File: config.mk
export PLATFORM = sky130hd
export DESIGN_NAME = mpu_ip_ctl
export DESIGN_NICKNAME = d
export VERILOG_FILES = /design/src/mpu_pkg.sv /design/src/mpu_ip_ctl.sv
export VERILOG_INCLUDE_DIRS = /design/src
export SDC_FILE = /design/constraint.sdc
export NUM_CORES = 1
export LEC_CHECK = 0
export BUFFER_PORTS_ARGS = -buffer_cell sky130_fd_sc_hd__buf_2
export CAP_MARGIN = 20
export CELL_PAD_IN_SITES_DETAIL_PLACEMENT = 2
export CELL_PAD_IN_SITES_GLOBAL_PLACEMENT = 2
export CORE_MARGIN = 10
export CORE_UTILIZATION = 27
export DETAILED_ROUTE_END_ITERATION = 7
export HOLD_SLACK_MARGIN = 0.12
export PLACE_DENSITY_LB_ADDON = 0.1
export SYNTH_ARGS = -nofsm -noshare
export SYNTH_HDL_FRONTEND = slang
export SYNTH_SLANG_ARGS = --single-unit
File: constraint.sdc
create_clock -name clk -period 3.6 [get_ports clk]
set_clock_uncertainty 0.15 [all_clocks]
set_input_delay 0.72 -clock clk [delete_from_list [all_inputs] [get_ports clk]]
set_output_delay 0.72 -clock clk [all_outputs]
set_load 0.005 [all_outputs]
File: src/mpu_defines.svh
`ifndef MPU_DEFINES_SVH
`define MPU_DEFINES_SVH

// Opcodes, low nibble of the first instruction byte.
`define MPU_OP_NOP   4'd0
`define MPU_OP_LOAD  4'd1
`define MPU_OP_MLOAD 4'd2
`define MPU_OP_INT   4'd3
`define MPU_OP_JMP   4'd4
`define MPU_OP_CMP   4'd5
`define MPU_OP_LT    4'd6
`define MPU_OP_MASK  4'd7

// Operand kinds, one bit per operand in the second byte.
`define MPU_KIND_REG 1'b0 // One byte, index and selector.
`define MPU_KIND_IMM 1'b1 // Two bytes, little endian.

`define MPU_NREGS     32 // Register file depth.
`define MPU_IDX_W     5  // Register index width.
`define MPU_SEL_W     3  // Sub-register selector width.
`define MPU_XLEN      64 // Register and operand width.
`define MPU_IP_W      16 // Instruction pointer width.
`define MPU_WIN_BYTES 10 // Bytes visible at prog_addr.

`endif

File: src/mpu_pkg.sv
`default_nettype none

package mpu_pkg;

  `include "mpu_defines.svh"

  // One decoded operand.
  typedef struct packed {
    logic [`MPU_XLEN-1:0]  value; // Immediate or register contents.
    logic [`MPU_IDX_W-1:0] idx;   // Register index, zero for immediates.
    logic [`MPU_SEL_W-1:0] sel;   // Sub-register selector.
  } mpu_operand_t;

  // Instruction as seen by the execution block.
  typedef struct packed {
    logic [3:0]            op;
    logic [1:0]            size;  // 8, 16, 32 or 64 bit compare width.
    logic [`MPU_IP_W-1:0]  isize; // Length in bytes.
    mpu_operand_t [3:0]    opnd;
  } mpu_instr_t;

  // Single register write port.
  typedef struct packed {
    logic [`MPU_IDX_W-1:0] idx;
    logic [`MPU_XLEN-1:0]  data;
    logic                  we;
  } mpu_wreg_t;

  // Next ip request.
  typedef struct packed {
    logic [`MPU_IP_W-1:0] ip_incr; // Used when no jump is taken.
    logic                 ip_load;
    logic [`MPU_IP_W-1:0] ip_data; // Jump target.
  } mpu_ip_cmd_t;

endpackage

`default_nettype wire

File: src/mpu_ip_ctl.sv
`timescale 1ns/1ps
`default_nettype none

module mpu_ip_ctl (
  input  logic                 clk,
  input  logic                 reset,
  input  mpu_pkg::mpu_ip_cmd_t ip_cmd,
  input  logic                 is_mload,  // MLOAD presented without stall.
  input  logic                 hm_done,
  input  logic                 irq_set,
  input  logic                 irq_clear,
  output logic [15:0]          ip,
  output logic                 stalled,
  output logic                 user_irq
);

  logic pending; // Host read in flight.
  logic advance; // Move ip at this edge.

  assign stalled = pending | user_irq;

  // A read moves on only with hm_done. Otherwise wait for irq and new reads.
  assign advance = pending ? hm_done : (~user_irq & ~is_mload);

  always_ff @(posedge clk) begin
    if (reset) begin
      ip       <= '0;
      pending  <= 1'b0;
      user_irq <= 1'b0;
    end else begin
      if (pending) begin
        pending <= ~hm_done;
      end else if (is_mload && !user_irq) begin
        pending <= 1'b1;
      end
      if (irq_set) begin
        user_irq <= 1'b1;
      end else if (irq_clear) begin
        user_irq <= 1'b0; // Next instruction runs one cycle later.
      end
      if (advance) begin
        ip <= ip_cmd.ip_load ? ip_cmd.ip_data : ip + ip_cmd.ip_incr;
      end
    end
  end

endmodule

`default_nettype wire

Word-level counts from Yosys, hierarchy flattened
Cells that the tools add are included.

operators by class
  $add $sub $neg = 1
  mux-type cells = 6
  bitwise gates (word level) = 5
  reduce and logical (&&, ||, !) cells = 3

operators with widths
  operator             count
  $add A16 B16 Y16     1
  $mux W16             1
  $mux W1              5
  $not A1 Y1           3
  $reduce_bool A2 Y1   1
  $and A1 B1 Y1        1
  $logic_and A1 B1 Y1  1
  $logic_not A1 Y1     1
  $or A1 B1 Y1         1

word-level totals
  flip-flop bits (word level) = 18
  bits of input ports = 39
  logic and storage cells = 18

Logic depth before layout (Yosys ltp)
  word-level depth = 4
  mapped depth = 8
  depth with buffers taken out = 8

Worst setup path after synthesis
OpenSTA, ideal clock, no wires.

  kind = input-to-reg
  from = in ip_cmd[17] (netlist name)
  to = reg ip[12]
  setup time = 0.091 ns
  arrival = 2.572 ns
  data required time = 3.359 ns
  slack = 0.787 ns
  stages = 7
  path buffers = 0
  cells stage by stage = ha_1 > fa_1 > a21o_1 > a22o_2 > a2bb2oi_1 > or4b_1 > a311oi_1

on the way
  cells in the longest elaborated chain, start to end = 2

RTL lines
  item                  RTL line          RTL
  from (decl)           mpu_ip_ctl.sv:7   input mpu_pkg::mpu_ip_cmd_t ip_cmd,
  $add A16 B16 Y16      mpu_ip_ctl.sv:42  ip <= ip_cmd.ip_load ? ip_cmd.ip_data : ip + ip_cmd.ip_incr;
  $mux W16              mpu_ip_ctl.sv:42
  to (signal assigned)  mpu_ip_ctl.sv:42
  to (decl)             mpu_ip_ctl.sv:12  output logic [15:0] ip,

No other way between the ends.
A chain may end at the register's enable or synchronous reset.

Final worst setup path
Same ends and word-level chain as after synthesis.

==> results.rst <==
.. list-table::
   :header-rows: 1

   * - Metric
     - Value
   * - Status
     - complete, no violations
   * - Clock tree from TritonCTS
     - built
   * - Instance count of the mapped netlist
     - slightly above 200
   * - Io pins
     - 57
   * - Vias
     - about 1700
   * - Post-synthesis to final-layout area growth
     - 24.6%
   * - Initial drt markers
     - between 40 and 50
   * - Final core area utilization
     - 35.1%
   * - Worst Setup End Kind
     - flip-flop
   * - Most used flip-flop cell after synthesis
     - dfxtp_1
   * - Grt ovf
     - 0
   * - Unrepaired setup endpoints after global routing
     - false
   * - LEAKAGE
     - about 0.95 nW
   * - Post-synth EDFFs
     - 0
   * - Global-route wire length before repair
     - a little under 10000 um
   * - Total number of placement rows
     - 27
   * - Hold Path Class
     - reg2reg
   * - Share of the clock period used by the worst path
     - between 70% and 80%
   * - Design Area, Final
     - 1960 um2
   * - Top-count cell post-synth
     - nor2_1
   * - Antenna Nets Post-Route
     - 0
   * - Area share of the largest cell type after synthesis
     - 22.9%
   * - Power per cell area
     - between 300 and 400 nW/um2
   * - Starting density of the core
     - ~28%
   * - CTS Buffer Depth
     - 2
   * - Total nets after synthesis
     - ~260
   * - Maximum clock frequency
     - 364 MHz
   * - Number of cells on the worst reg-to-reg path
     - 7
   * - Final Hold Slack
     - between 300 and 400 ps
   * - Startpoint of the most critical setup path
     - ip_cmd[17]
   * - Source of the worst hold timing path
     - ip[2]
   * - Mapped cell area
     - between 1500 and 2000 um2
   * - Clock period minus worst slack
     - 2750 ps
   * - CTS Sinks
     - 18
   * - Detailed-route DRC error count
     - 0
   * - FF-to-FF End
     - ip[12]
   * - Deepest level of the CTS H-tree
     - 1
   * - Worst-Margin Slew
     - 801 ps
   * - All-Layer GR Usage
     - 13.2%
   * - Top cells by area in the synthesized netlist
     - dfxtp_1 23%, ha_1 12%, nor2_1 6.2%, a21oi_1 5.7%, mux2i_1 4.5%
   * - Data arrival at the endpoint of the critical path
     - between 2000 and 3000 ps
   * - Slack of the worst reg-to-reg path
     - 1080 ps
   * - Detailed-routing iteration count for the pre-antenna-repair pass
     - 4
   * - Max-Slew Margin vs Limit
     - between 40% and 50%
   * - Mapped Avg Cell Area
     - 7.77 um2
   * - Async set or reset register ratio after synthesis
     - 0%
   * - Clock-pin slew on the worst setup and hold paths
     - 90 ps
   * - Post-placement cell area
     - roughly 1900 um2
   * - Antenna Diode Count
     - 0
   * - Nets@finish
     - ~310
   * - Sum of net half-perimeters after detailed placement
     - 4520 um
   * - Synthesized flop and latch total
     - 18
   * - Number of global-route vias before repair
     - between 1500 and 2000
   * - Gates resized, CTS repair
     - 0
   * - Count of different cell masters after synthesis
     - 44
   * - Number of buffers inserted to repair setup after CTS
     - 0
   * - WL per Instance
     - roughly 18 um
   * - Die Area
     - 9270 um2
   * - Count of cells along the worst hold path
     - 2
   * - Die Span Y
     - around 96 um
   * - Worst voltage drop across the vdd grid
     - 0.142 mV
   * - Sequential element share of the synthesized area
     - between 20 and 25%
   * - Launching point of the worst reg2reg path
     - ip[0]
   * - Layout cell share with drive strength beyond 1
     - roughly a quarter
   * - Number of failing setup endpoints in the final timing report
     - 0
   * - Number of antenna violations at the first check in global routing
     - 0
   * - Routed via count divided by cell count
     - 5.24
   * - Total Neg Setup Slack
     - 0 ps
   * - Die Width
     - around 96 um
   * - Final Hold Fails
     - 0
   * - Critical Setup Path Class
     - in2reg
   * - Pin count of the biggest net entering global routing
     - 31
   * - Most frequent cells after synthesis
     - 26 x nor2_1, 18 x a21oi_1, 18 x dfxtp_1
   * - Number of slew-limit violations in the final report
     - 0
   * - Number of max-cap violations
     - 0
   * - Worst hold endpoint
     - ip[2]
   * - Core Region
     - about 5600 um2
   * - Data required time of the worst path
     - 3640 ps
   * - Type of origin of the critical path
     - input pin
   * - Gpl congestion
     - around 0.73
   * - CTS Buf Count
     - 3
   * - CTS hold repair buffers
     - 0
   * - Count of input and output buffers
     - 56
   * - Largest area contributor in the netlist
     - dfxtp_1
   * - Yosys warning count
     - 0
   * - Clock Root Buffer
     - clkbuf_8
   * - Clock Latency Late Sink
     - between 200 and 300 ps
   * - Highest fanout seen on the critical path
     - 3
   * - Total length of routed wires
     - between 5000 and 6000 um
==> logic make-up after synthesis <==
kind of cell,Yosys count,share of synthesized area [%]
buffers and inverters,17,4.14
DFF,18,22.9
AOI/OAI and AO/OA,69,29.3
adders and majority gates,16,13.2
and+or+nand+nor,63,19.0
muxes,8,5.18
xor gates and xnor gates,11,6.14
==> cell type report <==
class | instances | area, um2
Tap cell | 72 | 90.1
Inverter | 5 | 18.8
Fill cell | 688 | 3620
Timing Repair Buffer | 57 | 288
Sequential cell | 18 | 360
Multi-Input combinational cell | 167 | 1140
Clock buffer | 4 | 55.1
==> state kept, by name, summed over array words and instances (netlist names) <==
| signal | cells |
|---|---|
| pending | 1 |
| user_irq | 1 |
| ip | 16 |
==> how the worst max path moves through the flow <==
| stage | end | slack (ps) | cells past startpoint |
|---|---|---|---|
| floorplan | ip[12] | 790 | 7 |
| global route | ip[12] | 700 | 8 |
| global placement | ip[12] | 600 | 8 |
| CTS | ip[12] | 850 | 8 |
| finish | ip[12] | 850 | 8 |
| detailed placement | ip[12] | 560 | 8 |
==> per-stage QoR <==
step                      power [mW]  cells  worst slack [ps]
after floorplan                0.468    202               787
after global placement         0.575    319               602
after detailed placement       0.579    319               564
after CTS                      0.770    323               853
after global routing           0.822    323               703
final                          0.752    323               851
==> worst max-delay path, stage by stage <==
cell and delay (ps):
buf_2 100, ha_1 220, fa_1 410, a21o_1 210
a22o_2 230, a2bb2oi_1 180, or4b_1 510, a311oi_1 210
==> power breakdown <==
part	switching (mW)	internal, mW
clock	0.0853	0.0977
combinational	0.182	0.146
sequential	0.0194	0.221
==> cells in the final DEF (no fill, tap or decap), types with 5 or more instances in the layout <==
cell type  instances
a211oi_1           9
a21o_1             6
a21oi_1           18
and3_1             6
buf_2             56
dfxtp_1           18
ha_1              15
inv_1              5
mux2i_1            7
nand2_1           16
nor2_1            26
o21ai_0           14
xnor2_1            8
==> per-layer routing <==
layer | track usage, % | share of wire (%) | up-vias
met5 | 0 | 0 | -
met4 | 2.95 | 0.85 | 0
met3 | 2.49 | 3.9 | 5
met2 | 22.9 | 50 | 34
met1 | 16.3 | 45 | 809
li1 | - | - | 843
No activity file was read; power rests on OpenSTA's default activity.
