### src/mpu_defines.svh
`ifndef MPU_DEFINES_SVH
`define MPU_DEFINES_SVH

// Opcodes, low nibble of the first instruction byte.
`define MPU_OP_NOP   4'd0
`define MPU_OP_LOAD  4'd1
`define MPU_OP_MLOAD 4'd2
`define MPU_OP_INT   4'd3
`define MPU_OP_JMP   4'd4
`define MPU_OP_CMP   4'd5
`define MPU_OP_LT    4'd6
`define MPU_OP_MASK  4'd7

// Operand kinds, one bit per operand in the second byte.
`define MPU_KIND_REG 1'b0 // One byte, index and selector.
`define MPU_KIND_IMM 1'b1 // Two bytes, little endian.

`define MPU_NREGS     32 // Register file depth.
`define MPU_IDX_W     5  // Register index width.
`define MPU_SEL_W     3  // Sub-register selector width.
`define MPU_XLEN      64 // Register and operand width.
`define MPU_IP_W      16 // Instruction pointer width.
`define MPU_WIN_BYTES 10 // Bytes visible at prog_addr.

`endif

### src/mpu_pkg.sv
`default_nettype none

package mpu_pkg;

  `include "mpu_defines.svh"

  // One decoded operand.
  typedef struct packed {
    logic [`MPU_XLEN-1:0]  value; // Immediate or register contents.
    logic [`MPU_IDX_W-1:0] idx;   // Register index, zero for immediates.
    logic [`MPU_SEL_W-1:0] sel;   // Sub-register selector.
  } mpu_operand_t;

  // Instruction as seen by the execution block.
  typedef struct packed {
    logic [3:0]            op;
    logic [1:0]            size;  // 8, 16, 32 or 64 bit compare width.
    logic [`MPU_IP_W-1:0]  isize; // Length in bytes.
    mpu_operand_t [3:0]    opnd;
  } mpu_instr_t;

  // Single register write port.
  typedef struct packed {
    logic [`MPU_IDX_W-1:0] idx;
    logic [`MPU_XLEN-1:0]  data;
    logic                  we;
  } mpu_wreg_t;

  // Next ip request.
  typedef struct packed {
    logic [`MPU_IP_W-1:0] ip_incr; // Used when no jump is taken.
    logic                 ip_load;
    logic [`MPU_IP_W-1:0] ip_data; // Jump target.
  } mpu_ip_cmd_t;

endpackage

`default_nettype wire

### src/mpu_decode.sv
`timescale 1ns/1ps
`default_nettype none

`include "mpu_defines.svh"

module mpu_decode (
  input  logic [8*`MPU_WIN_BYTES-1:0] prog_data,
  output logic [4:0]                  rd_idx [4],
  input  logic [63:0]                 rd_data [4],
  output mpu_pkg::mpu_instr_t         instr
);

  import mpu_pkg::*;

  logic [7:0]   win [`MPU_WIN_BYTES]; // Window split into bytes.
  logic [3:0]   kind;                 // Operand kinds from byte 1.
  logic [3:0]   off [5];              // Byte offset of each operand, then the end.
  mpu_operand_t opnd [4];

  always_comb begin
    for (int b = 0; b < `MPU_WIN_BYTES; b++) begin
      win[b] = prog_data[8*b +: 8];
    end
  end

  assign kind = win[1][3:0];

  // Walk the kinds. A register takes one byte, an immediate two.
  always_comb begin
    off[0] = 4'd2;
    for (int k = 0; k < 4; k++) begin
      off[k+1] = off[k] + ((kind[k] == `MPU_KIND_IMM) ? 4'd2 : 4'd1);
    end
  end

  // Register file addresses, harmless for immediates.
  always_comb begin
    for (int k = 0; k < 4; k++) begin
      rd_idx[k] = win[off[k]][4:0];
    end
  end

  always_comb begin
    for (int k = 0; k < 4; k++) begin
      if (kind[k] == `MPU_KIND_IMM) begin
        opnd[k].value = {48'd0, win[off[k] + 4'd1], win[off[k]]}; // Zero extend.
        opnd[k].idx   = '0;
        opnd[k].sel   = '0;
      end else begin
        opnd[k].value = rd_data[k];
        opnd[k].idx   = win[off[k]][4:0];
        opnd[k].sel   = win[off[k]][7:5];
      end
    end
  end

  always_comb begin
    instr.op    = win[0][3:0];
    instr.size  = win[0][5:4];
    instr.isize = {12'd0, off[4]}; // Header plus operand bytes.
    for (int k = 0; k < 4; k++) begin
      instr.opnd[k] = opnd[k];
    end
  end

endmodule

`default_nettype wire

### config.mk
export PLATFORM = sky130hd
export DESIGN_NAME = mpu_decode
export DESIGN_NICKNAME = d
export VERILOG_FILES = /design/src/mpu_pkg.sv /design/src/mpu_decode.sv
export VERILOG_INCLUDE_DIRS = /design/src
export SDC_FILE = /design/constraint.sdc
export NUM_CORES = 1
export LEC_CHECK = 0
export ABC_CLOCK_PERIOD_IN_PS = 5850
export BUFFER_PORTS_ARGS = -buffer_cell sky130_fd_sc_hd__buf_2
export CORE_AREA = 5 5 258 260
export DETAILED_ROUTE_END_ITERATION = 8
export DIE_AREA = 0 0 263 265
export GPL_TIMING_DRIVEN = 0
export PLACE_DENSITY = 0.38
export SETUP_SLACK_MARGIN = 0.1
export SKIP_LAST_GASP = 1
export SYNTH_ARGS = -nofsm -noshare
export SYNTH_HDL_FRONTEND = slang
export SYNTH_SLANG_ARGS = --single-unit
### constraint.sdc
create_clock -name vclk -period 5.85
set_input_delay 1.17 -clock vclk [all_inputs]
set_output_delay 1.17 -clock vclk [all_outputs]
set_load 0.03 [all_outputs]
Yosys cells after proc, flatten, opt, wreduce, memory -nomap -nowiden
Index checks and enable logic that the tools add are counted.

operators by class
  order comparisons = 6
  multipliers = 0
  multiplexer cells = 26
  divide/modulo/power cells = 0
  shifts and indexed selects = 0
  $add $sub $neg = 7
  bitwise operators = 6
  reductions and logical operators = 0
  equality and inequality tests = 0

operators with widths
  operator             count
  $mux 72              4
  $bmux 8 s4           6
  $mux 8               12
  $ge 5x5->1 const B   6
  $not 4->5            5
  $add 4x1->4 const B  2
  $add 4x2->4          2
  $mux 2               4
  $not 3->5            1
  $add 3x1->4 const B  1
  $add 3x2->4          1
  $add 2x2->3 const A  1

word-level totals
  bits in writable memories = 0
  register bits after elaboration = 0
  bits in read-only memories = 0
  memories kept = 0
  output and inout port bits = 330
  bits in latches = 0

Depth between registers and ports, before layout
Gate-level depths: netlist of the first run.

  depth in word-level cells = 10
  gate-level depth with buffers = 12
  gate-level depth less buffers = 8

Least setup slack after synthesis of the first run
No wires, ideal clock.

  kind = input port to output port
  start = in prog_data[9]
  end = out instr[228] (netlist name)
  arrival time = 4.664 ns
  stages = 12
  setup slack = 0.016 ns
  path buffers = 4
  cell sequence = clkbuf_1 > clkbuf_1 > inv_1 > ha_1 > ha_1 > fa_1 > buf_2 > buf_2 > mux4_2 > mux2i_1 > mux2i_1 > mux2_2

RTL lines
  what                RTL line          RTL
  start: declaration  mpu_decode.sv:7   input logic [8*`MPU_WIN_BYTES-1:0] prog_data,
  end: declaration    mpu_decode.sv:10  output mpu_pkg::mpu_instr_t instr

==> flow_summary.ini, run 1 <==
[cells_and_area]
clock_buffers = 0
n_fill_cell = 7356
stdcell_count = 2173
nNetsFinal = 1660
final_common_cell = buf_2
final_layout_size_suffix_gt1_frac = 0.6278
nFlopsAndLatches = 0
final_cell_mix = 661 x buf_2, 201 x nor2b_1, 69 x nor2_1, 55 x mux4_2, 50 x mux2i_1
seq_area_sq_um = 0
area_growth_pct = 87.80

[synthesis]
synth_top_area_share = 0.2409
ys_top_cells_by_area = nor2b_1 24%, mux4_2 24%, mux2i_1 11%
yosysTopAreaCell = nor2b_1
synth-seq-area-share = 0
synthCells = 643
ys_warn_count = 0
synth_cell_type_count = 42
synth_area_sq_um = 5220
synth.avg_cell_area_sq_um = 8.118

[sta]
finalHoldViolations = 0
whs_ps = 2707
period_needed_ps = 5544
worst_slew_pin_slew_ps = 1266
setup_violations = 0
post-route-period-util = 0.9477
maxSlewViolCount = 0
max_freq_mhz = 180.4
slew-limit-headroom = 0.1561
rsz0062_at_grt = false

[setup_path]
worstSetupPathType = in -> out
crit_path_end_kind = output pin
worstPathMaxFanout = 8
startpoint_type = input port
crit_arrival_ps = 4370
required_ps = 4680

[global_routing]
grt_pass1_vias = 8123
overflow = 0
antenna_found_initial = 29
grt_max_degree = 11
grtUsageTotal = 0.1217
grt_pass1_wl_mm = 62.00

[drt]
wire_per_inst_microns = 21.47
firstDrtPassIters = 4
drt_iter0_markers = 298
drt-vias-per-instance = 3.577
detail-route-antenna-nets = 0
wl_mm = 46.66
drc = 0
vias = 7772

[power]
swShare = 0.6345
power_frac_comb = 1.000
irDropWorstVdd_uv = 39.46
pwr-share-clk = 0
seq_power_share = 0
power_per_cell_area_nw_per_um2 = 150.6
p_int_uw = 539.5
leakage_nw = 4.914
switchingPower_uw = 936.7

[min_path]
hp-class = in -> out

[die]
die_area_sq_um = 69700
pin_count = 666
core_sq_um = 63880
start_util = 0.08171
fp.dieH_microns = 265
die_x_microns = 263
num_rows = 93

[place]
numPortBuffers = 654
dp_hpwl_mm = 41.21
place.gp.congestion = 0.9688
dpl.cell_count = 2163

[clocking]
hold_buffers = 0

[status]
outcome = complete, no violations

[job]
maxCapViolCount = 0
[cells in the mapped netlist (all sizes together), types with 2 or more instances]
cell and n:
mux4 55, xor2 2, buf 45, xnor3 2, a31oi 7, or3 8, nand2 5, and2 9
nor3 2, inv 16, clkbuf 38, mux2i 57, ha 8, xnor2 2, mux2 49, a22oi 3
nor2b 201, fa 3, a21oi 36, nor2 71, a221oi 5, o22ai 7
[area by class of cell]
type | count | area (sq um) | area share
Antenna cell | 7 | 17.52 | 0.001787
Buffer | 82 | 489.2 | 0.04990
Inverter | 16 | 60.06 | 0.006126
Multi-Input combinational cell | 555 | 4838 | 0.4936
Tap cell | 855 | 1070 | 0.1091
Timing Repair Buffer | 658 | 3328 | 0.3395
[logic make-up (layout without fill, tap and decap cells)]
group,count (synthesis),in the layout,share of synthesized area
AOI/OAI and AO/OA,66,66,0.07790
xor gates and xnor gates,6,6,0.01702
adders and majority gates,11,11,0.03068
buffers and inverters,99,756,0.09420
muxes,161,161,0.4530
other,1,19,0.0007184
and+or+nand+nor,299,299,0.3265
[worst max-delay path, stage by stage]
cell and delay, ps:
buf_2 130, buf_2 220, inv_1 100, ha_1 320, ha_2 200, fa_2 580
buf_12 150, buf_12 130, mux4_2 520, mux2i_4 230, mux2i_4 140, mux2_2 300
clkbuf_4 180
[per-stage QoR]
step	setup WS [ps]	instance area [sq um]	total power, mW	setup TNS [ps]	utilization
finish	305.8	9803	1.476	0	0.1535
global route	106.1	9791	1.570	0	0.1533
CTS	129.3	9754	1.494	0	0.1527
detailed placement	-1532	9608	1.451	-54820	0.1504
global placement	-1467	9608	1.450	-52190	0.1504
floorplan	167.1	5265	0.8850	0	-
[repair_timing]
item / 4_1_cts / 5_1_grt
pin swaps: 1 / 2
setup endpoints to repair: 61 / 9
resized for setup: 30 / 6
setup buffers: 2 / 1
cloned: 0 / 1
[metal layers]
| metal | global-route usage | share of wire | vias up |
|---|---|---|---|
| met1 | 0.1350 | 0.37 | 3612 |
| met3 | 0.03221 | 0.082 | 72 |
| met5 | 0 | 0.0026 | - |
| met2 | 0.2315 | 0.51 | 504 |
| li1 | - | - | 3568 |
| met4 | 0.02882 | 0.032 | 16 |
[final timing paths]
path / start / end / cells after the start
worst max-delay path: prog_data[8] / instr[225] / 13
worst min-delay path: rd_data[81] / instr[169] / 3
[power groups by stage]
stage / clock, mW / combinational (mW) / sequential (mW)
after floorplan: 0 / 0.885 / 0
final: 0.000000142 / 1.48 / 0
after global placement: 0 / 1.45 / 0
after global routing: 0.0000000457 / 1.57 / 0
after detailed placement: 0 / 1.45 / 0
after CTS: 0 / 1.49 / 0
Power figures use the tool's default switching activity.
==> run 2: changes to the inputs <==
- PLACE_DENSITY: 0.38 -> 0.3
==> run 2 against run 1 <==
Against the previous run:
- via count decreased by 0.90%
- first-iteration DRC count grew 10%
- utilization rose by 0.12 points
- routed wire length is 1.1% lower
- count of clock-buffer cells in the layout stayed put
==> flow_summary.ini, run 2 (same netlist as run 1, synthesis figures left out) <==
[drt]
drt_iter0_markers = 328
detail-route-antenna-nets = 0
wl_mm = 46.14
met3WireLength_mm = 3.965
drc = 0
firstDrtPassIters = 4
drt-vias-per-instance = 3.538
drt-met1-wl_mm = 16.67
vias = 7702
route.met2.wl_mm = 24.20
highest_layer = met5
wire_per_inst_microns = 21.19

[die]
start_util = 0.08171
core_sq_um = 63880
die_area_sq_um = 69700
die_x_microns = 263
pin_count = 666
fp.dieH_microns = 265
num_rows = 93

[sta]
rsz0062_at_grt = false
setup_violations = 0
whs_ps = 2706
post-route-period-util = 0.9560
finalWorstSetupSlack_ps = 257.3
finalHoldViolations = 0
slew-limit-headroom = 0.2366
maxSlewViolCount = 0
worst_slew_pin_slew_ps = 1145
max_freq_mhz = 178.8
period_needed_ps = 5593

[cells_and_area]
final_common_cell = buf_2
nFlopsAndLatches = 0
design_area_sq_um = 9877
final_layout_size_suffix_gt1_frac = 0.6299
clock_buffers = 0
area_growth_pct = 89.21
nNetsFinal = 1662
n_fill_cell = 7352
final_cell_mix = 661 x buf_2, 201 x nor2b_1, 69 x nor2_1, 55 x mux4_2, 48 x mux2_2
seq_area_sq_um = 0

[place]
place_area_sq_um = 9609
place.gp.congestion = 0.9135
place_ws_ps = -1448
numPortBuffers = 654
dp_hpwl_mm = 40.62

[setup_path]
crit_arrival_ps = 4420
path_cells = buf_4 -> fa_1 -> clkbuf_1 -> buf_2 -> buf_2 -> inv_1 -> ha_1 -> fa_1 -> xor2_1 -> buf_2
worst_path_largest_cell_delay_ps = 500
required_ps = 4680
startpoint_type = input port
crit_path_end_kind = output pin
crit_top_cell = buf_2
crit_start = prog_data[10]
worstPathMaxFanout = 10
worstSetupPathType = in -> out
endpoint = instr[290]
crit_path_top_delay_cell = fa_1

[job]
maxCapViolCount = 0

[status]
outcome = complete, no violations

[min_path]
hp-class = in -> out
holdPathStages = 3

[global_routing]
overflow = 0
grt_pass1_vias = 8157
grtUsageTotal = 0.1206
grt_pass1_wl_mm = 61.82
antenna_found_initial = 15
grt_max_degree = 11

[clocking]
hold_buffers = 0
==> run 2: cell types whose count changed in the layout (fill, tap and decap cells not counted), sizes merged <==
cell,before,now
clkbuf,40,41
buf,700,701
diode,7,9
==> run 2: layer usage <==
metal / vias up / track usage
met4: 20 / 0.02671
met5: - / 0
li1: 3580 / -
met1: 3648 / 0.1328
met3: 54 / 0.03666
met2: 400 / 0.2278
==> run 2: stage by stage <==
step,TNS (ps),cells,util
global placement,-53810,2163,0.1504
finish,0,2177,0.1546
detailed placement,-56790,2163,0.1504
floorplan,0,654,-
global route,0,2169,0.1543
CTS,0,2164,0.1528
==> run 2: worst min path at each step <==
| stage | endpoint | slack, ps | from |
|---|---|---|---|
| global placement | instr[199] | 2710 | rd_data[111] |
| floorplan | instr[304] | 2470 | prog_data[4] |
| finish | instr[201] | 2710 | rd_data[113] |
| global route | instr[143] | 2710 | rd_data[191] |
| CTS | instr[273] | 2710 | rd_data[49] |
| detailed placement | instr[179] | 2710 | rd_data[91] |
==> run 2: timing repair <==
action                                  in CTS  in global routing
setup buffers                                1                  3
pin swaps                                    1                  1
cloned                                       0                  1
endpoints found under the setup margin      61                 20
resized for setup                           32                 12
==> run 2: critical path: cells and delay by family <==
kind | cells | cell delay [ps]
adder cells (fa/ha/maj) | 3 | 1180
buffers and inverters | 6 | 1700
XOR/XNOR | 1 | 370
==> run 2: final cells by class <==
type	instances	area (sq um)	area share
antenna	9	22.52	0.002280
buffer	83	516.7	0.05232
inverter	16	60.06	0.006081
multi-input combinational	555	4866	0.4927
tap	855	1070	0.1083
timing repair buffer	659	3342	0.3384
==> run 3: changes to the inputs <==
- ABC_CLOCK_PERIOD_IN_PS: 5850 -> 7270
- CORE_AREA: 5 5 258 260 -> 5 5 259 261
- DIE_AREA: 0 0 263 265 -> 0 0 264 266
- clock period: 5.85 -> 7.27 ns (I/O delays scaled with it)
==> run 3 against run 2 <==
Against the previous run:
- first-iteration DRC count is 11% lower
- hold slack better by 570 ps
- critical path depth is 4 higher
- die area is 0.76% higher
- count of clock-buffer cells in the layout stayed put
- utilization is 0.46 points lower
- via count is 0.19% lower
- routed wire length is 0.56% lower
- flip-flop and latch count stayed put
- global-route usage is 0.20 points lower
- final cell count is 0.41% lower
- non-clock buffer count is 5 lower
- critical path type unchanged
==> flow_summary.ini, run 3 (same netlist as run 1, synthesis figures left out) <==
[global_routing]
grt_max_degree = 11
grt_pass1_wl_mm = 61.35
antenna_found_initial = 14
grtUsageTotal = 0.1185
overflow = 0
grt_pass1_vias = 8074

[die]
num_rows = 93
start_util = 0.08127
fp.dieH_microns = 266
pin_count = 666
core_sq_um = 64230
die_x_microns = 264
die_area_sq_um = 70220

[clocking]
post_cts_buffers = 0
hold_buffers = 0

[sta]
slew-limit-headroom = 0.1768
rsz0062_at_grt = true
whs_ps = 3274
max_freq_mhz = 144.0
setup_violations = 0
maxSlewViolCount = 0
finalHoldViolations = 0
worst_slew_pin_slew_ps = 1230
post-route-period-util = 0.9553
period_needed_ps = 6945

[setup_path]
worstSetupPathType = in -> out
required_ps = 5820
crit_arrival_ps = 5490
startpoint_type = input port
worstPathMaxFanout = 11
crit_path_end_kind = output pin

[cells_and_area]
nNetsFinal = 1657
final_cell_mix = 665 x buf_2, 201 x nor2b_1, 69 x nor2_1, 56 x mux2i_1, 55 x mux4_2
clock_buffers = 0
stdcell_count = 2168
area_growth_pct = 84.61
seq_area_sq_um = 0
final_util = 0.1500
final_common_cell = buf_2
nFlopsAndLatches = 0
final_layout_size_suffix_gt1_frac = 0.6185

[drt]
firstDrtPassIters = 4
wl_mm = 45.88
detail-route-antenna-nets = 0
drt-vias-per-instance = 3.546
drc = 0
drt_iter0_markers = 291
vias = 7687
wire_per_inst_microns = 21.16

[min_path]
hp-class = in -> out

[place]
place.gp.congestion = 0.9249
numPortBuffers = 654
dpl.cell_count = 2163
dp_hpwl_mm = 40.79

[status]
outcome = complete, no violations

[job]
maxCapViolCount = 0
run 3: area by class of cell:
cell class / instances / area (sq um)
Fill cell: 7462 / 54590
Multi-Input combinational cell: 555 / 4773
Timing Repair Buffer: 654 / 3273
Tap cell: 855 / 1070
Buffer: 83 / 447.9
Inverter: 16 / 60.06
Antenna cell: 5 / 12.51
run 3: path summary, 6_finish.rpt:
| kind | start | end | slack (ps) | cells after the start |
|---|---|---|---|---|
| setup / recovery | prog_data[9] | instr[226] | 320 | 14 |
| hold / removal | rd_data[45] | instr[269] | 3270 | 3 |
run 3: metal layers:
metal  track usage  up-vias  wire length, microns
met5             0        -                   101
met4       0.01608       16                   763
met3       0.02364       42                  3396
met2        0.2250      421                 23970
met1        0.1413     3645                 17660
li1              -     3563                     -
run 3: per-stage QoR:
stage                     instance area, sq um  setup slack [ps]  setup TNS, ps
after global routing                      9627             79.54              0
after global placement                    9604             -1024         -20200
after detailed placement                  9604             -1004         -19770
after floorplan                           5261             867.9              0
after CTS                                 9618             119.4              0
final                                     9637             325.0              0
run 3: worst max-delay path: stages:
cell,delay [ps]
buf_2,180
clkbuf_4,270
buf_4,300
inv_1,90
ha_1,310
ha_1,230
fa_1,560
buf_2,290
buf_6,250
mux4_2,510
mux2i_1,260
mux2i_1,250
mux2_2,330
buf_2,180
run 3: repair_timing:
action,4_1_cts,5_1_grt
pin swaps,0,0
setup endpoints to repair,59,5
resized for setup,6,6
