**config.mk**
```make
export PLATFORM = sky130hd
export DESIGN_NAME = mpu_execution
export DESIGN_NICKNAME = d
export VERILOG_FILES = /design/src/mpu_pkg.sv /design/src/mpu_alu.sv /design/src/mpu_execution.sv
export VERILOG_INCLUDE_DIRS = /design/src
export SDC_FILE = /design/constraint.sdc
export NUM_CORES = 1
export LEC_CHECK = 0
export BUFFER_PORTS_ARGS = -buffer_cell sky130_fd_sc_hd__buf_2
export CAP_MARGIN = 20
export CORE_AREA = 2 2 240 242
export CTS_BUF_LIST = sky130_fd_sc_hd__clkbuf_4 sky130_fd_sc_hd__clkbuf_8
export DETAILED_ROUTE_END_ITERATION = 12
export DIE_AREA = 0 0 242 244
export HOLD_SLACK_MARGIN = 0.05
export PLACE_DENSITY = 0.49
export SYNTH_ARGS = -nofsm -noshare
export SYNTH_HDL_FRONTEND = slang
export SYNTH_SLANG_ARGS = --single-unit
```
**constraint.sdc**
```tcl
create_clock -name clk -period 12.15 [get_ports clk]
set_input_delay 0 -clock clk [delete_from_list [all_inputs] [get_ports clk]]
set_output_delay 0 -clock clk [all_outputs]
set_load 0.01 [all_outputs]
```
**src/mpu_defines.svh**
```systemverilog
`ifndef MPU_DEFINES_SVH
`define MPU_DEFINES_SVH

// Opcodes, low nibble of the first instruction byte.
`define MPU_OP_NOP   4'd0
`define MPU_OP_LOAD  4'd1
`define MPU_OP_MLOAD 4'd2
`define MPU_OP_INT   4'd3
`define MPU_OP_JMP   4'd4
`define MPU_OP_CMP   4'd5
`define MPU_OP_LT    4'd6
`define MPU_OP_MASK  4'd7

// Operand kinds, one bit per operand in the second byte.
`define MPU_KIND_REG 1'b0 // One byte, index and selector.
`define MPU_KIND_IMM 1'b1 // Two bytes, little endian.

`define MPU_NREGS     32 // Register file depth.
`define MPU_IDX_W     5  // Register index width.
`define MPU_SEL_W     3  // Sub-register selector width.
`define MPU_XLEN      64 // Register and operand width.
`define MPU_IP_W      16 // Instruction pointer width.
`define MPU_WIN_BYTES 10 // Bytes visible at prog_addr.

`endif

```
**src/mpu_pkg.sv**
```systemverilog
`default_nettype none

package mpu_pkg;

  `include "mpu_defines.svh"

  // One decoded operand.
  typedef struct packed {
    logic [`MPU_XLEN-1:0]  value; // Immediate or register contents.
    logic [`MPU_IDX_W-1:0] idx;   // Register index, zero for immediates.
    logic [`MPU_SEL_W-1:0] sel;   // Sub-register selector.
  } mpu_operand_t;

  // Instruction as seen by the execution block.
  typedef struct packed {
    logic [3:0]            op;
    logic [1:0]            size;  // 8, 16, 32 or 64 bit compare width.
    logic [`MPU_IP_W-1:0]  isize; // Length in bytes.
    mpu_operand_t [3:0]    opnd;
  } mpu_instr_t;

  // Single register write port.
  typedef struct packed {
    logic [`MPU_IDX_W-1:0] idx;
    logic [`MPU_XLEN-1:0]  data;
    logic                  we;
  } mpu_wreg_t;

  // Next ip request.
  typedef struct packed {
    logic [`MPU_IP_W-1:0] ip_incr; // Used when no jump is taken.
    logic                 ip_load;
    logic [`MPU_IP_W-1:0] ip_data; // Jump target.
  } mpu_ip_cmd_t;

endpackage

`default_nettype wire

```
**src/mpu_alu.sv**
```systemverilog
`timescale 1ns/1ps
`default_nettype none

`include "mpu_defines.svh"

module mpu_alu (
  input  logic [1:0]            size,
  input  logic [3:0]            op,
  input  mpu_pkg::mpu_operand_t o0,
  input  mpu_pkg::mpu_operand_t o1,
  input  mpu_pkg::mpu_operand_t o2,
  input  mpu_pkg::mpu_operand_t o3,
  output logic                  test_true
);

  import mpu_pkg::*;

  mpu_operand_t opnd [4];
  logic [63:0]  mask;
  logic [63:0]  m [4]; // Masked operand values.

  assign opnd[0] = o0;
  assign opnd[1] = o1;
  assign opnd[2] = o2;
  assign opnd[3] = o3; // Usually the branch target.

  // Width from the size field.
  always_comb begin
    case (size)
      2'd0:    mask = 64'h0000_0000_0000_00ff;
      2'd1:    mask = 64'h0000_0000_0000_ffff;
      2'd2:    mask = 64'h0000_0000_ffff_ffff;
      default: mask = 64'hffff_ffff_ffff_ffff;
    endcase
  end

  always_comb begin
    for (int k = 0; k < 4; k++) begin
      m[k] = opnd[k].value & mask;
    end
  end

  // Condition per opcode; anything else counts as true so no jump is taken.
  always_comb begin
    case (op)
      `MPU_OP_CMP:  test_true = (m[1] == m[2]);
      `MPU_OP_LT:   test_true = (m[0] < m[1]); // Unsigned.
      `MPU_OP_MASK: test_true = ((m[0] & m[1]) == m[2]);
      default:      test_true = 1'b1;
    endcase
  end

endmodule

`default_nettype wire

```
**src/mpu_execution.sv**
```systemverilog
`timescale 1ns/1ps
`default_nettype none

`include "mpu_defines.svh"

module mpu_execution (
  input  logic                 clk,
  input  mpu_pkg::mpu_instr_t  instr,
  input  logic                 stalled,   // Read pending or interrupt up.
  input  logic [63:0]          hm_data,
  input  logic                 hm_done,
  output mpu_pkg::mpu_wreg_t   wreg,
  output mpu_pkg::mpu_ip_cmd_t ip_cmd,
  output logic [63:0]          hm_addr,
  output logic                 hm_start,
  output logic                 irq_set,
  output logic [63:0]          user_data
);

  logic is_load;
  logic is_mload;
  logic is_int;
  logic is_jmp;
  logic is_cond;   // One of the compare and branch forms.
  logic test_true;

  assign is_load  = (instr.op == `MPU_OP_LOAD);
  assign is_mload = (instr.op == `MPU_OP_MLOAD);
  assign is_int   = (instr.op == `MPU_OP_INT);
  assign is_jmp   = (instr.op == `MPU_OP_JMP);
  assign is_cond  = (instr.op == `MPU_OP_CMP) || (instr.op == `MPU_OP_LT) ||
                    (instr.op == `MPU_OP_MASK);

  mpu_alu alu (
    .size      (instr.size),
    .op        (instr.op),
    .o0        (instr.opnd[0]),
    .o1        (instr.opnd[1]),
    .o2        (instr.opnd[2]),
    .o3        (instr.opnd[3]),
    .test_true (test_true)
  );

  // Host read request, once per MLOAD.
  assign hm_addr  = instr.opnd[1].value;
  assign hm_start = is_mload & ~stalled; // Stall follows at the next edge.

  // Interrupt raise and its payload, kept while user_irq is up.
  assign irq_set = is_int & ~stalled;

  always_ff @(posedge clk) begin
    if (irq_set) begin
      user_data <= instr.opnd[0].value;
    end
  end

  // Register write, whole register.
  always_comb begin
    wreg.idx  = instr.opnd[0].idx;                          // Destination.
    wreg.data = is_mload ? hm_data : instr.opnd[1].value;
    wreg.we   = is_mload ? hm_done : (is_load & ~stalled);  // MLOAD lands on done.
  end

  // Next ip. Compares branch when the test fails.
  always_comb begin
    ip_cmd.ip_incr = instr.isize;
    ip_cmd.ip_load = is_jmp | (is_cond & ~test_true);
    case (instr.op)
      `MPU_OP_CMP, `MPU_OP_MASK: ip_cmd.ip_data = instr.opnd[3].value[15:0];
      `MPU_OP_LT:                ip_cmd.ip_data = instr.opnd[2].value[15:0];
      default:                   ip_cmd.ip_data = instr.opnd[0].value[15:0]; // JMP.
    endcase
  end

endmodule

`default_nettype wire

```
---- Word-level counts from Yosys, hierarchy flattened ----
Cells that the tools add are included.
operators by class
  bitwise gates (word level) .............. 11
  equality and inequality tests ........... 11
  muxes and demuxes ....................... 5
  reduce and logical (&&, ||, !) cells .... 4
  order comparisons ....................... 1
operators by type and width
  operator                                                          count
  64-bit AND                                                        4
  64-bit case mux with 3 select lines                               1
  64-bit == test                                                    2
  64-bit < comparator                                               1
  64-bit 2-to-1 mux                                                 1
  16-bit case mux with 2 select lines                               1
  4-bit by 3-bit == test with 1-bit output (second input constant)  4
  4-bit by 2-bit == test with 1-bit output (second input constant)  2
  1-bit AND                                                         4
  4-bit by 1-bit == test with 1-bit output (second input constant)  1
  1-bit case mux with 3 select lines                                1
  2-bit by 1-bit == test with 1-bit output (second input constant)  1
  2-bit == test (second input constant)                             1
  2-bit logical NOT                                                 1
  1-bit logical OR                                                  2
  1-bit NOT                                                         2
  2-bit OR reduction                                                1
  1-bit 2-to-1 mux                                                  1
  1-bit OR                                                          1
storage, ports and cells
  input bits .............................. 377
  word-level logic and storage cells ...... 33
  register bits ........................... 64

---- Logic depth before layout (Yosys ltp) ----
Gate-level depths: netlist of the first run.
  depth after elaboration ................. 9
  gate-level depth with buffers ........... 15

---- By module ----
A second synthesis of the first run with hierarchy kept.
unflattened totals
  cells, all modules ...................... 1122
  area, all modules ....................... 9584.2 um^2
modules (own cells, without submodules)
  module         seq. area each (um^2)  area each (um^2)  instances  cells an instance
  mpu_alu        0.0                    5333.9            1          815
  mpu_execution  1921.8                 4250.3            1          307

---- Worst setup path after synthesis of the first run ----
OpenSTA, ideal clock, no wires.
  path kind ............................... input to register
  start ................................... input port instr[307] (netlist bit)
  end ..................................... register user_data[0] (enable)
  path buffers ............................ 3
  stages .................................. 5
  setup slack ............................. 6.089 ns
  data arrival time ....................... 5.487 ns
  required time ........................... 11.576 ns
  cell sequence ........................... clkbuf_1 buf_1 buf_1 nand3b_1 nor3_1
between the ends
  word-level cells in the longest chain between the ends .. 2
RTL lines
  element                                             line                 text
  start, declared                                     mpu_execution.sv:8   input mpu_pkg::mpu_instr_t instr,
  4-bit by 2-bit == test with 1-bit output (no line)  -
  1-bit AND                                           mpu_execution.sv:49  assign irq_set = is_int & ~stalled;
  net irq_set                                         mpu_execution.sv:16  output logic irq_set,
  end signal, assigned                                mpu_execution.sv:53  user_data <= instr.opnd[0].value;
  end, declared                                       mpu_execution.sv:17  output logic [63:0] user_data
The timed path passes the listed nets, and every way through them passes these cells.
A chain may end at the register's enable or synchronous reset.

==> metrics.yaml, run 1 <==
critical_path.max_stage_delay_ns: 0.89
path_depth: 14
routabilityCongestion: 0.8939
h-tree-depth: 3
post-place-ws_ns: 8.428
die_x_um: 242
initial_core_util_pct: 16.20
cp_max_fo: 44
cts_tree: "built"
grtUsageTotal_pct: 18.09
routedWlPerCell_um: 23.31
final_layout_size_suffix_gt1_share_pct: 35.32
peakVddDrop_mv: 0.04939
final_util_pct: 22.71
vias: 10530
grt_max_degree: 79
dpl-instance-area_mm2: 0.01172
num_rows: 87
finalNetCount: 2109
critPathKind: "input pin to primary output"
cts_buffers: 9
gr-total-overflow: 0
ctsResizeCount: 0
drc: 0
antenna_found_initial: 25
async_flop_share_pct: 0
arrival_ns: 3.90
setup_violations: 0
maxCapViolCount: 0
min_path_type: "input pin to flip-flop"
slew_violations: 0
rsz0062_at_grt: "no"
dp.cells: 2266
dieArea_mm2: 0.05905
tightest_slew_ns: 0.9552
coreArea_mm2: 0.05617
port_buffers: 492
clkSlewWorstSetupHoldPaths_ns: 0.09
die_h_um: 244
outcome: "finished, final reports clean"
slew_headroom_pct: 35.49
end_kind: "primary output"
grt_pass1_vias: 10350
top_register: "user_data"
hold_viol_final: 0
cts.sinks: 64
fmax_ghz: 0.2561
grt_pass1_wl_um: 75330
ys_seq_elements: 64
slowest_stage: "o41ai_1"
ys_seq_area_share_pct: 21.12
power.density_mw_per_mm2: 61.74
cp_data_required_time_ns: 12.15
syn_nets: 1652
area_delta_synth_final_pct: 40.20
period_needed_ns: 3.905
hold_depth: 3
final_cells: 2375
synthFlopType: "edfxtp_1"
synth_edf_count: 64
period_share_pct: 32.14
netlist-cell-type-count: 63
finalSetupTns_ns: 0
path_cells: "buf_2, and2_2, buf_4, nand2_1, inv_1, ha_1, inv_1, a31oi_1, o2111ai_1, o41ai_1, o311ai_0, nor4_1, a211oi_1, buf_2"
critPathTopFamily: "compound AO/OA/AOI/OAI gates"
power_mw: 0.7875
dp_hpwl_um: 46960
drt-vias-per-instance: 4.433
largest_reg_flops: 64
p_leak_nw: 6.288
root_buffer: "clkbuf_8"
crit_buf_inv: 5
design_area_mm2: 0.01276
start_kind: "input pin"
ctsHoldBuffers: 85
post_cts_buffers: 0
ioPinCount: 610
drtAntennaViolNets: 0
reg.largest.list: "user_data (64)"
firstDrtPassIters: 5
wl_um: 55370
clockBufferDepth: 2
syn_avg_cell_area_um2: 7.919
whs_ns: 0.2299
setup_ws_ns: 8.245
synthCells: 1149
drt_iter0_drc: 699
netlist_area_mm2: 0.009099
yosys_warnings: 0
==> report_power, final <==
part / switching [mW] / leakage [nW] / total, mW / internal, mW
logic: 0.211 / 5.63 / 0.357 / 0.146
clock network: 0.107 / 0.0827 / 0.183 / 0.0759
registers: 0.00104 / 0.578 / 0.248 / 0.247
total: 0.319 / 6.29 / 0.788 / 0.469
==> path summary, 6_finish.rpt <==
kind / start / to / slack [ns]
setup / recovery: instr[304] / ip_cmd[16] / 8.25
hold / removal: instr[309] / user_data[2] / 0.23
==> routing by layer <==
metal  global-route usage, %  vias to the layer above  wire [µm]
met5                       0                        -        162
met4                   5.846                       28       1303
met3                   4.928                       66       4310
met2                   30.54                      475      26250
met1                   22.26                     5022      23340
li1                        -                     4938          -
==> placed cells by master (no fill, tap or decap), types with 10 or more instances in the layout <==
cell	instances
and3_1	37
nor2_1	35
nand4_1	24
inv_1	101
o21ai_0	57
nand2b_1	19
buf_2	492
nor2b_1	28
nand3_1	22
buf_4	11
a22oi_1	20
and2_1	25
a21o_1	12
nand2_1	164
xnor2_1	14
nor3_1	14
dlygate4sd3_1	85
a31oi_1	27
ha_1	126
nor4_1	10
a21oi_1	46
edfxtp_1	64
o22ai_1	11
mux2_2	44
==> cell usage after synthesis, types with 11 or more instances <==
cell type | n | area (µm²)
nor2_1 | 35 | 131.4
nand2_1 | 164 | 615.6
xnor2_1 | 14 | 122.6
and2_1 | 26 | 162.7
nand4_1 | 24 | 150.1
a31oi_1 | 27 | 168.9
mux2_2 | 44 | 495.5
nor2b_1 | 28 | 175.2
nand2b_1 | 19 | 118.9
clkbuf_1 | 37 | 138.9
nand3_1 | 22 | 110.1
o21ai_0 | 57 | 285.3
buf_4 | 85 | 638.1
a21o_1 | 12 | 90.09
o22ai_1 | 11 | 68.82
edfxtp_1 | 64 | 1922
ha_1 | 126 | 1577
nor3_1 | 16 | 80.08
inv_1 | 101 | 379.1
and3_1 | 37 | 231.5
a22oi_1 | 20 | 150.1
a21oi_1 | 46 | 230.2
==> cell type report <==
| cell class | count | area (µm²) |
|---|---|---|
| multi-input combinational | 842 | 5931 |
| fill | 6351 | 43410 |
| tap | 756 | 945.9 |
| sequential | 64 | 1922 |
| timing repair buffer | 588 | 3396 |
| clock buffer | 11 | 138.9 |
| antenna | 8 | 20.02 |
| inverter | 101 | 379.1 |
| clock inverter | 5 | 23.77 |
==> tightest hold or removal path, stage by stage <==
cell    delay (ns)
buf_2         0.17
nor3_2        0.07
buf_4         0.23
==> kinds of logic after synthesis <==
logic type | after synthesis | synth area share [%]
flip-flops | 64 | 21.12
AND/OR/NAND/NOR | 396 | 21.55
adder cells (fa/ha/maj) | 126 | 17.33
AO/OA/AOI/OAI | 253 | 18.48
XOR/XNOR | 21 | 2.021
buffers and inverters | 243 | 13.83
multiplexers | 46 | 5.666
(Power assumes the default switching activity.)
==> run 2: changes to the inputs <==
--- a/config.mk
+++ b/config.mk
@@ -13,7 +13,7 @@
 export DETAILED_ROUTE_END_ITERATION = 12
 export DIE_AREA = 0 0 242 244
 export HOLD_SLACK_MARGIN = 0.05
-export PLACE_DENSITY = 0.49
+export PLACE_DENSITY = 0.5
 export SYNTH_ARGS = -nofsm -noshare
 export SYNTH_HDL_FRONTEND = slang
 export SYNTH_SLANG_ARGS = --single-unit
==> constraint.sdc (replaced) <==
create_clock -name clk -period 3.25 [get_ports clk]
set_input_delay 0 -clock clk [delete_from_list [all_inputs] [get_ports clk]]
set_output_delay 0 -clock clk [all_outputs]
set_load 0.01 [all_outputs]
==> run 2 against run 1 <==
Against the previous run:
- first-iteration DRC count grew 0.72%
- critical path depth shrank 1
- wire length grew 1.9%
==> metrics.yaml, run 2 (synthesis gave the netlist of run 1 again) <==
outcome: "finished, final reports clean"  # unchanged
clockBufferDepth: 2  # unchanged
grt_pass1_vias: 10520  # was 10,350
area_delta_synth_final_pct: 41.87  # was 40.20%
cts.sinks: 64  # unchanged
hold_depth: 2  # was 3
initial_core_util_pct: 16.20  # unchanged
post_cts_buffers: 0  # unchanged
vias: 10560  # was 10,530
seq_area_mm2: 0.001922  # unchanged
critPathKind: "input pin to primary output"  # unchanged
routedWlPerCell_um: 23.57  # was 23.31 µm
period_needed_ns: 3.077
routabilityCongestion: 0.9143  # was 0.8939
setup_ws_ns: 0.1727  # was 8.245 ns
fmax_ghz: 0.3250
firstDrtPassIters: 7  # was 5
nFillCells: 6298  # was 6,351
wl_um: 56410  # was 55,370 µm
power_mw: 2.979  # was 0.7875 mW
whs_ns: 0.2411  # was 0.2299 ns
drt_iter0_drc: 704  # was 699
cp_data_required_time_ns: 3.25  # was 12.15 ns
finalSetupTns_ns: 0  # unchanged
startpoint: "instr[44]"  # was instr[304]
hold_path_end: "hm_addr[7]"  # was user_data[2]
ioPinCount: 610  # unchanged
slowest_stage: "or4_1"  # was o41ai_1
dieArea_mm2: 0.05905  # unchanged
period_share_pct: 94.69
critPathTopFamily: "simple AND/OR/NAND/NOR gates"  # was compound AO/OA/AOI/OAI gates
holdCritStartpoint: "instr[87]"  # was instr[309]
hold_viol_final: 0  # unchanged
final_common_cell: "buf_2"  # unchanged
path_cells: "dlygate4sd3_1, buf_2, and3_1, ha_1, nor2_1, a21oi_1, or4_1, nor4_2, a31oi_1, a311oi_1, and4_1, a211oi_1, buf_2"  # was buf_2, and2_2, buf_4, nand2_1, inv_1, ha_1, inv_1, a31oi_1, o2111ai_1, o41ai_1, o311ai_0, nor4_1, a211oi_1, buf_2
top_register: "user_data"  # unchanged
drc: 0  # unchanged
end_kind: "primary output"  # unchanged
peakVddDrop_mv: 0.1344  # was 0.04939 mV
grt_pass1_wl_um: 77470  # was 75,330 µm
tightest_slew_ns: 1.012  # was 0.9552 ns
drt-vias-per-instance: 4.414  # was 4.433
antenna_found_initial: 23  # was 25
reg.largest.list: "user_data (64)"  # unchanged
root_buffer: "clkbuf_8"  # unchanged
final_util_pct: 22.98  # was 22.71%
final_cells: 2393  # was 2,375
drtAntennaViolNets: 0  # unchanged
final_layout_size_suffix_gt1_share_pct: 35.94  # was 35.32%
h-tree-depth: 3  # unchanged
power.density_mw_per_mm2: 230.8  # was 61.74 mW/mm²
min_path_type: "input pin to primary output"  # was input pin to flip-flop
rsz0062_at_grt: "no"  # unchanged
p_leak_nw: 6.369  # was 6.288 nW
finalNetCount: 2123  # was 2,109
arrival_ns: 3.08  # was 3.90 ns
setup_violations: 0  # unchanged
coreArea_mm2: 0.05617  # unchanged
maxCapViolCount: 0  # unchanged
dpl-instance-area_mm2: 0.01186  # was 0.01172 mm²
crit_buf_inv: 3  # was 5
layout_common_cells: "buf_2 (492), nand2_1 (164), ha_1 (126)"  # unchanged
die_x_um: 242  # unchanged
grtUsageTotal_pct: 18.51  # was 18.09%
cts_tree: "built"  # unchanged
port_buffers: 492  # unchanged
die_h_um: 244  # unchanged
cts_buffers: 9  # unchanged
critical_path.max_stage_delay_ns: 0.55  # was 0.89 ns
cp_max_fo: 3  # was 44
design_area_mm2: 0.01291  # was 0.01276 mm²
slew_headroom_pct: 31.69  # was 35.49%
num_rows: 87  # unchanged
start_kind: "input pin"  # unchanged
post-place-ws_ns: 0.2096  # was 8.428 ns
dp.cells: 2280  # was 2,266
slew_violations: 0  # unchanged
grt_max_degree: 45  # was 79
multiInputGateArea_mm2: 0.005943  # was 0.005931 mm²
crit_top_cell: "buf_2"
gr-total-overflow: 0  # unchanged
dp_hpwl_um: 47860  # was 46,960 µm
largest_reg_flops: 64  # unchanged
-- run 2: cell count changes in the layout (fill, tap and decap cells not counted), sizes merged --
| cell | delta |
|---|---|
| buf | +14 |
| diode | +4 |
-- run 2: timing repair --
| item | 4_1_cts | 5_1_grt |
|---|---|---|
| hold buffers | 85 | 0 |
| endpoints found under the setup margin | 0 | 1 |
| resized for setup | 0 | 1 |
| endpoints found under the hold margin | 85 | 0 |
-- run 2: power by group --
part	total [mW]	internal, mW	switching (mW)
clock network	0.687	0.284	0.403
registers	0.928	0.924	0.00402
logic	1.36	0.559	0.804
-- run 2: how the worst max path moves through the flow --
stage	end	depth (start not counted)
after floorplan	user_data[0]	5
after CTS	ip_cmd[16]	13
final	ip_cmd[16]	13
after global routing	ip_cmd[16]	13
after detailed placement	ip_cmd[16]	13
after global placement	ip_cmd[16]	13
-- run 2: final cells by class --
type | instances | area share (%)
Timing Repair Buffer | 602 | 27.31
Antenna cell | 12 | 0.2326
Sequential cell | 64 | 14.89
Inverter | 101 | 2.937
Clock inverter | 5 | 0.1842
Tap cell | 756 | 7.328
Clock buffer | 11 | 1.076
Multi-Input combinational cell | 842 | 46.04
-- run 2: layer usage --
metal | vias to the layer above | GRT usage [%] | part of all wire (%)
met4 | 22 | 4.975 | 2.2
met2 | 461 | 31.65 | 48
li1 | 4978 | - | -
met5 | - | 0 | 0.27
met3 | 72 | 4.895 | 7.3
met1 | 5029 | 22.90 | 43
==> run 3: changes to the inputs <==
--- a/config.mk
+++ b/config.mk
@@ -6,7 +6,7 @@
 export SDC_FILE = /design/constraint.sdc
 export NUM_CORES = 1
 export LEC_CHECK = 0
-export BUFFER_PORTS_ARGS = -buffer_cell sky130_fd_sc_hd__buf_2
+export BUFFER_PORTS_ARGS = -buffer_cell sky130_fd_sc_hd__clkbuf_2
 export CAP_MARGIN = 20
 export CORE_AREA = 2 2 240 242
 export CTS_BUF_LIST = sky130_fd_sc_hd__clkbuf_4 sky130_fd_sc_hd__clkbuf_8
==> run 3 against run 2 <==
Against the previous run:
- die area unchanged
- sequential share of layout area about the same
- count of clock-buffer cells in the layout stayed put
- critical path type unchanged
- critical endpoint unchanged
- largest power group unchanged
==> metrics.yaml, run 3 (synthesis gave the netlist of run 1 again) <==
rsz0062_at_grt: "no"  # unchanged
wl_um: 56670  # was 56,410 µm
end_kind: "primary output"  # unchanged
p_switching_mw: 1.218  # was 1.212 mW
vias: 10630  # was 10,560
period_needed_ns: 3.010  # was 3.077 ns
slew_violations: 0  # unchanged
dp_hpwl_um: 47950  # was 47,860 µm
critPathKind: "input pin to primary output"  # unchanged
drt_iter0_drc: 698  # was 704
min_path_type: "input pin to primary output"  # unchanged
die_h_um: 244  # unchanged
critical_path.max_stage_delay_ns: 0.54  # was 0.55 ns
cp_max_fo: 3  # unchanged
routabilityCongestion: 0.9100  # was 0.9143
port_buffers: 492  # unchanged
grt_max_degree: 58  # was 45
die_x_um: 242  # unchanged
p_seq_share_pct: 31.1  # was 31.2%
slowest_stage: "dlygate4sd3_1"  # was or4_1
tightest_slew_ns: 0.9049  # was 1.012 ns
routedWlPerCell_um: 23.72  # was 23.57 µm
grtUsageTotal_pct: 18.51  # about the same
finalSetupTns_ns: 0  # unchanged
power.density_mw_per_mm2: 230.6  # was 230.8 mW/mm²
final_common_cell: "clkbuf_2"  # was buf_2
coreArea_mm2: 0.05617  # unchanged
cp_data_required_time_ns: 3.25  # about the same
reg.largest.list: "user_data (64)"  # unchanged
area_delta_synth_final_pct: 42.27  # was 41.87%
outcome: "finished, final reports clean"  # unchanged
period_share_pct: 92.61  # was 94.69%
final_util_pct: 23.05  # was 22.98%
path_cells: "dlygate4sd3_1, clkbuf_2, and3_1, ha_2, nor2b_1, a2111o_1, or4_1, nor4_2, a31oi_1, a311oi_1, and4_1, a211oi_1, buf_2"  # was dlygate4sd3_1, buf_2, and3_1, ha_1, nor2_1, a21oi_1, or4_1, nor4_2, a31oi_1, a311oi_1, and4_1, a211oi_1, buf_2
ioPinCount: 610  # unchanged
cts_buffers: 9  # unchanged
clkPwrFrac_pct: 22.8  # was 23.1%
p_leak_nw: 6.488  # was 6.369 nW
maxCapViolCount: 0  # unchanged
dieArea_mm2: 0.05905  # unchanged
cts.sinks: 64  # unchanged
top_register: "user_data"  # unchanged
antenna_found_initial: 15  # was 23
fmax_ghz: 0.3322  # was 0.3250 GHz
largest_reg_flops: 64  # unchanged
grt_pass1_wl_um: 76660  # was 77,470 µm
finalNetCount: 2125  # was 2,123
start_kind: "input pin"  # unchanged
h-tree-depth: 3  # unchanged
p_int_mw: 1.767  # about the same
setup_violations: 0  # unchanged
num_rows: 87  # unchanged
drc: 0  # unchanged
setup_ws_ns: 0.2400  # was 0.1727 ns
dp.cells: 2282  # was 2,280
slew_headroom_pct: 38.11  # was 31.69%
swShare_pct: 40.80  # was 40.67%
arrival_ns: 3.01  # was 3.08 ns
final_layout_size_suffix_gt1_share_pct: 36.20  # was 35.94%
post_cts_buffers: 0  # unchanged
grt_pass1_vias: 10430  # was 10,520
drt-vias-per-instance: 4.448  # was 4.414
crit_buf_inv: 3  # unchanged
hold_depth: 2  # unchanged
clockBufferDepth: 2  # unchanged
firstDrtPassIters: 6  # was 7
root_buffer: "clkbuf_8"  # unchanged
layout_common_cells: "clkbuf_2 (491), nand2_1 (164), ha_1 (124)"  # was buf_2 (492), nand2_1 (164), ha_1 (126)
hold_viol_final: 0  # unchanged
power_frac_comb_pct: 46.1  # was 45.8%
path_depth: 13  # unchanged
initial_core_util_pct: 16.20  # unchanged
final_cells: 2389  # was 2,393
gr-total-overflow: 0  # unchanged
drtAntennaViolNets: 0  # unchanged
peakVddDrop_mv: 0.2005  # was 0.1344 mV
cts_tree: "built"  # unchanged
post-place-ws_ns: 0.1361  # was 0.2096 ns
critPathTopFamily: "simple AND/OR/NAND/NOR gates"  # unchanged
run 3: cell type report:
class / instances / area, µm²
antenna: 6 / 15.01
clock buffer: 11 / 138.9
clock inverter: 5 / 23.77
fill: 6238 / 43220
inverter: 101 / 379.1
multi-input combinational: 842 / 5954
sequential: 64 / 1922
tap: 756 / 945.9
timing repair buffer: 604 / 3566
run 3: routing by layer:
metal  track usage, %  share of wire, %  wire (µm)  vias to the layer above
met3            4.379               6.1       3462                       84
met2            30.64                47      26400                      483
met4            7.498               3.3       1853                       20
met5                0              0.20        114                        -
met1            23.11                44      24850                     5070
li1                 -                 -          -                     4969
run 3: path summary, 6_finish.rpt:
| check | from | end | slack (ns) |
|---|---|---|---|
| max | instr[48] | ip_cmd[16] | 0.24 |
| min | instr[87] | hm_addr[7] | 0.24 |
run 3: metrics by stage:
step | power, mW | instance area (µm²) | hold slack, ns
finish | 2.985 | 12940 | 0.2354
CTS | 3.052 | 12910 | 0.2351
global route | 3.174 | 12940 | 0.2471
global placement | 2.226 | 11900 | 0.00006862
detailed placement | 2.231 | 11900 | 0.00006862
floorplan | 1.617 | 9110 | 0.05040
run 3: power by group through the flow:
stage	sequential, mW	clock (mW)	combinational, mW
after detailed placement	0.948	0	1.28
after global routing	0.931	0.753	1.49
after floorplan	0.956	0	0.661
final	0.929	0.680	1.38
after CTS	0.929	0.743	1.38
after global placement	0.948	0	1.28
run 3: repair_timing:
action                     4_1_cts  5_1_grt
hold endpoints to repair        85        0
hold buffers                    85        0
gates resized for setup          0        5
setup endpoints to repair        0        1
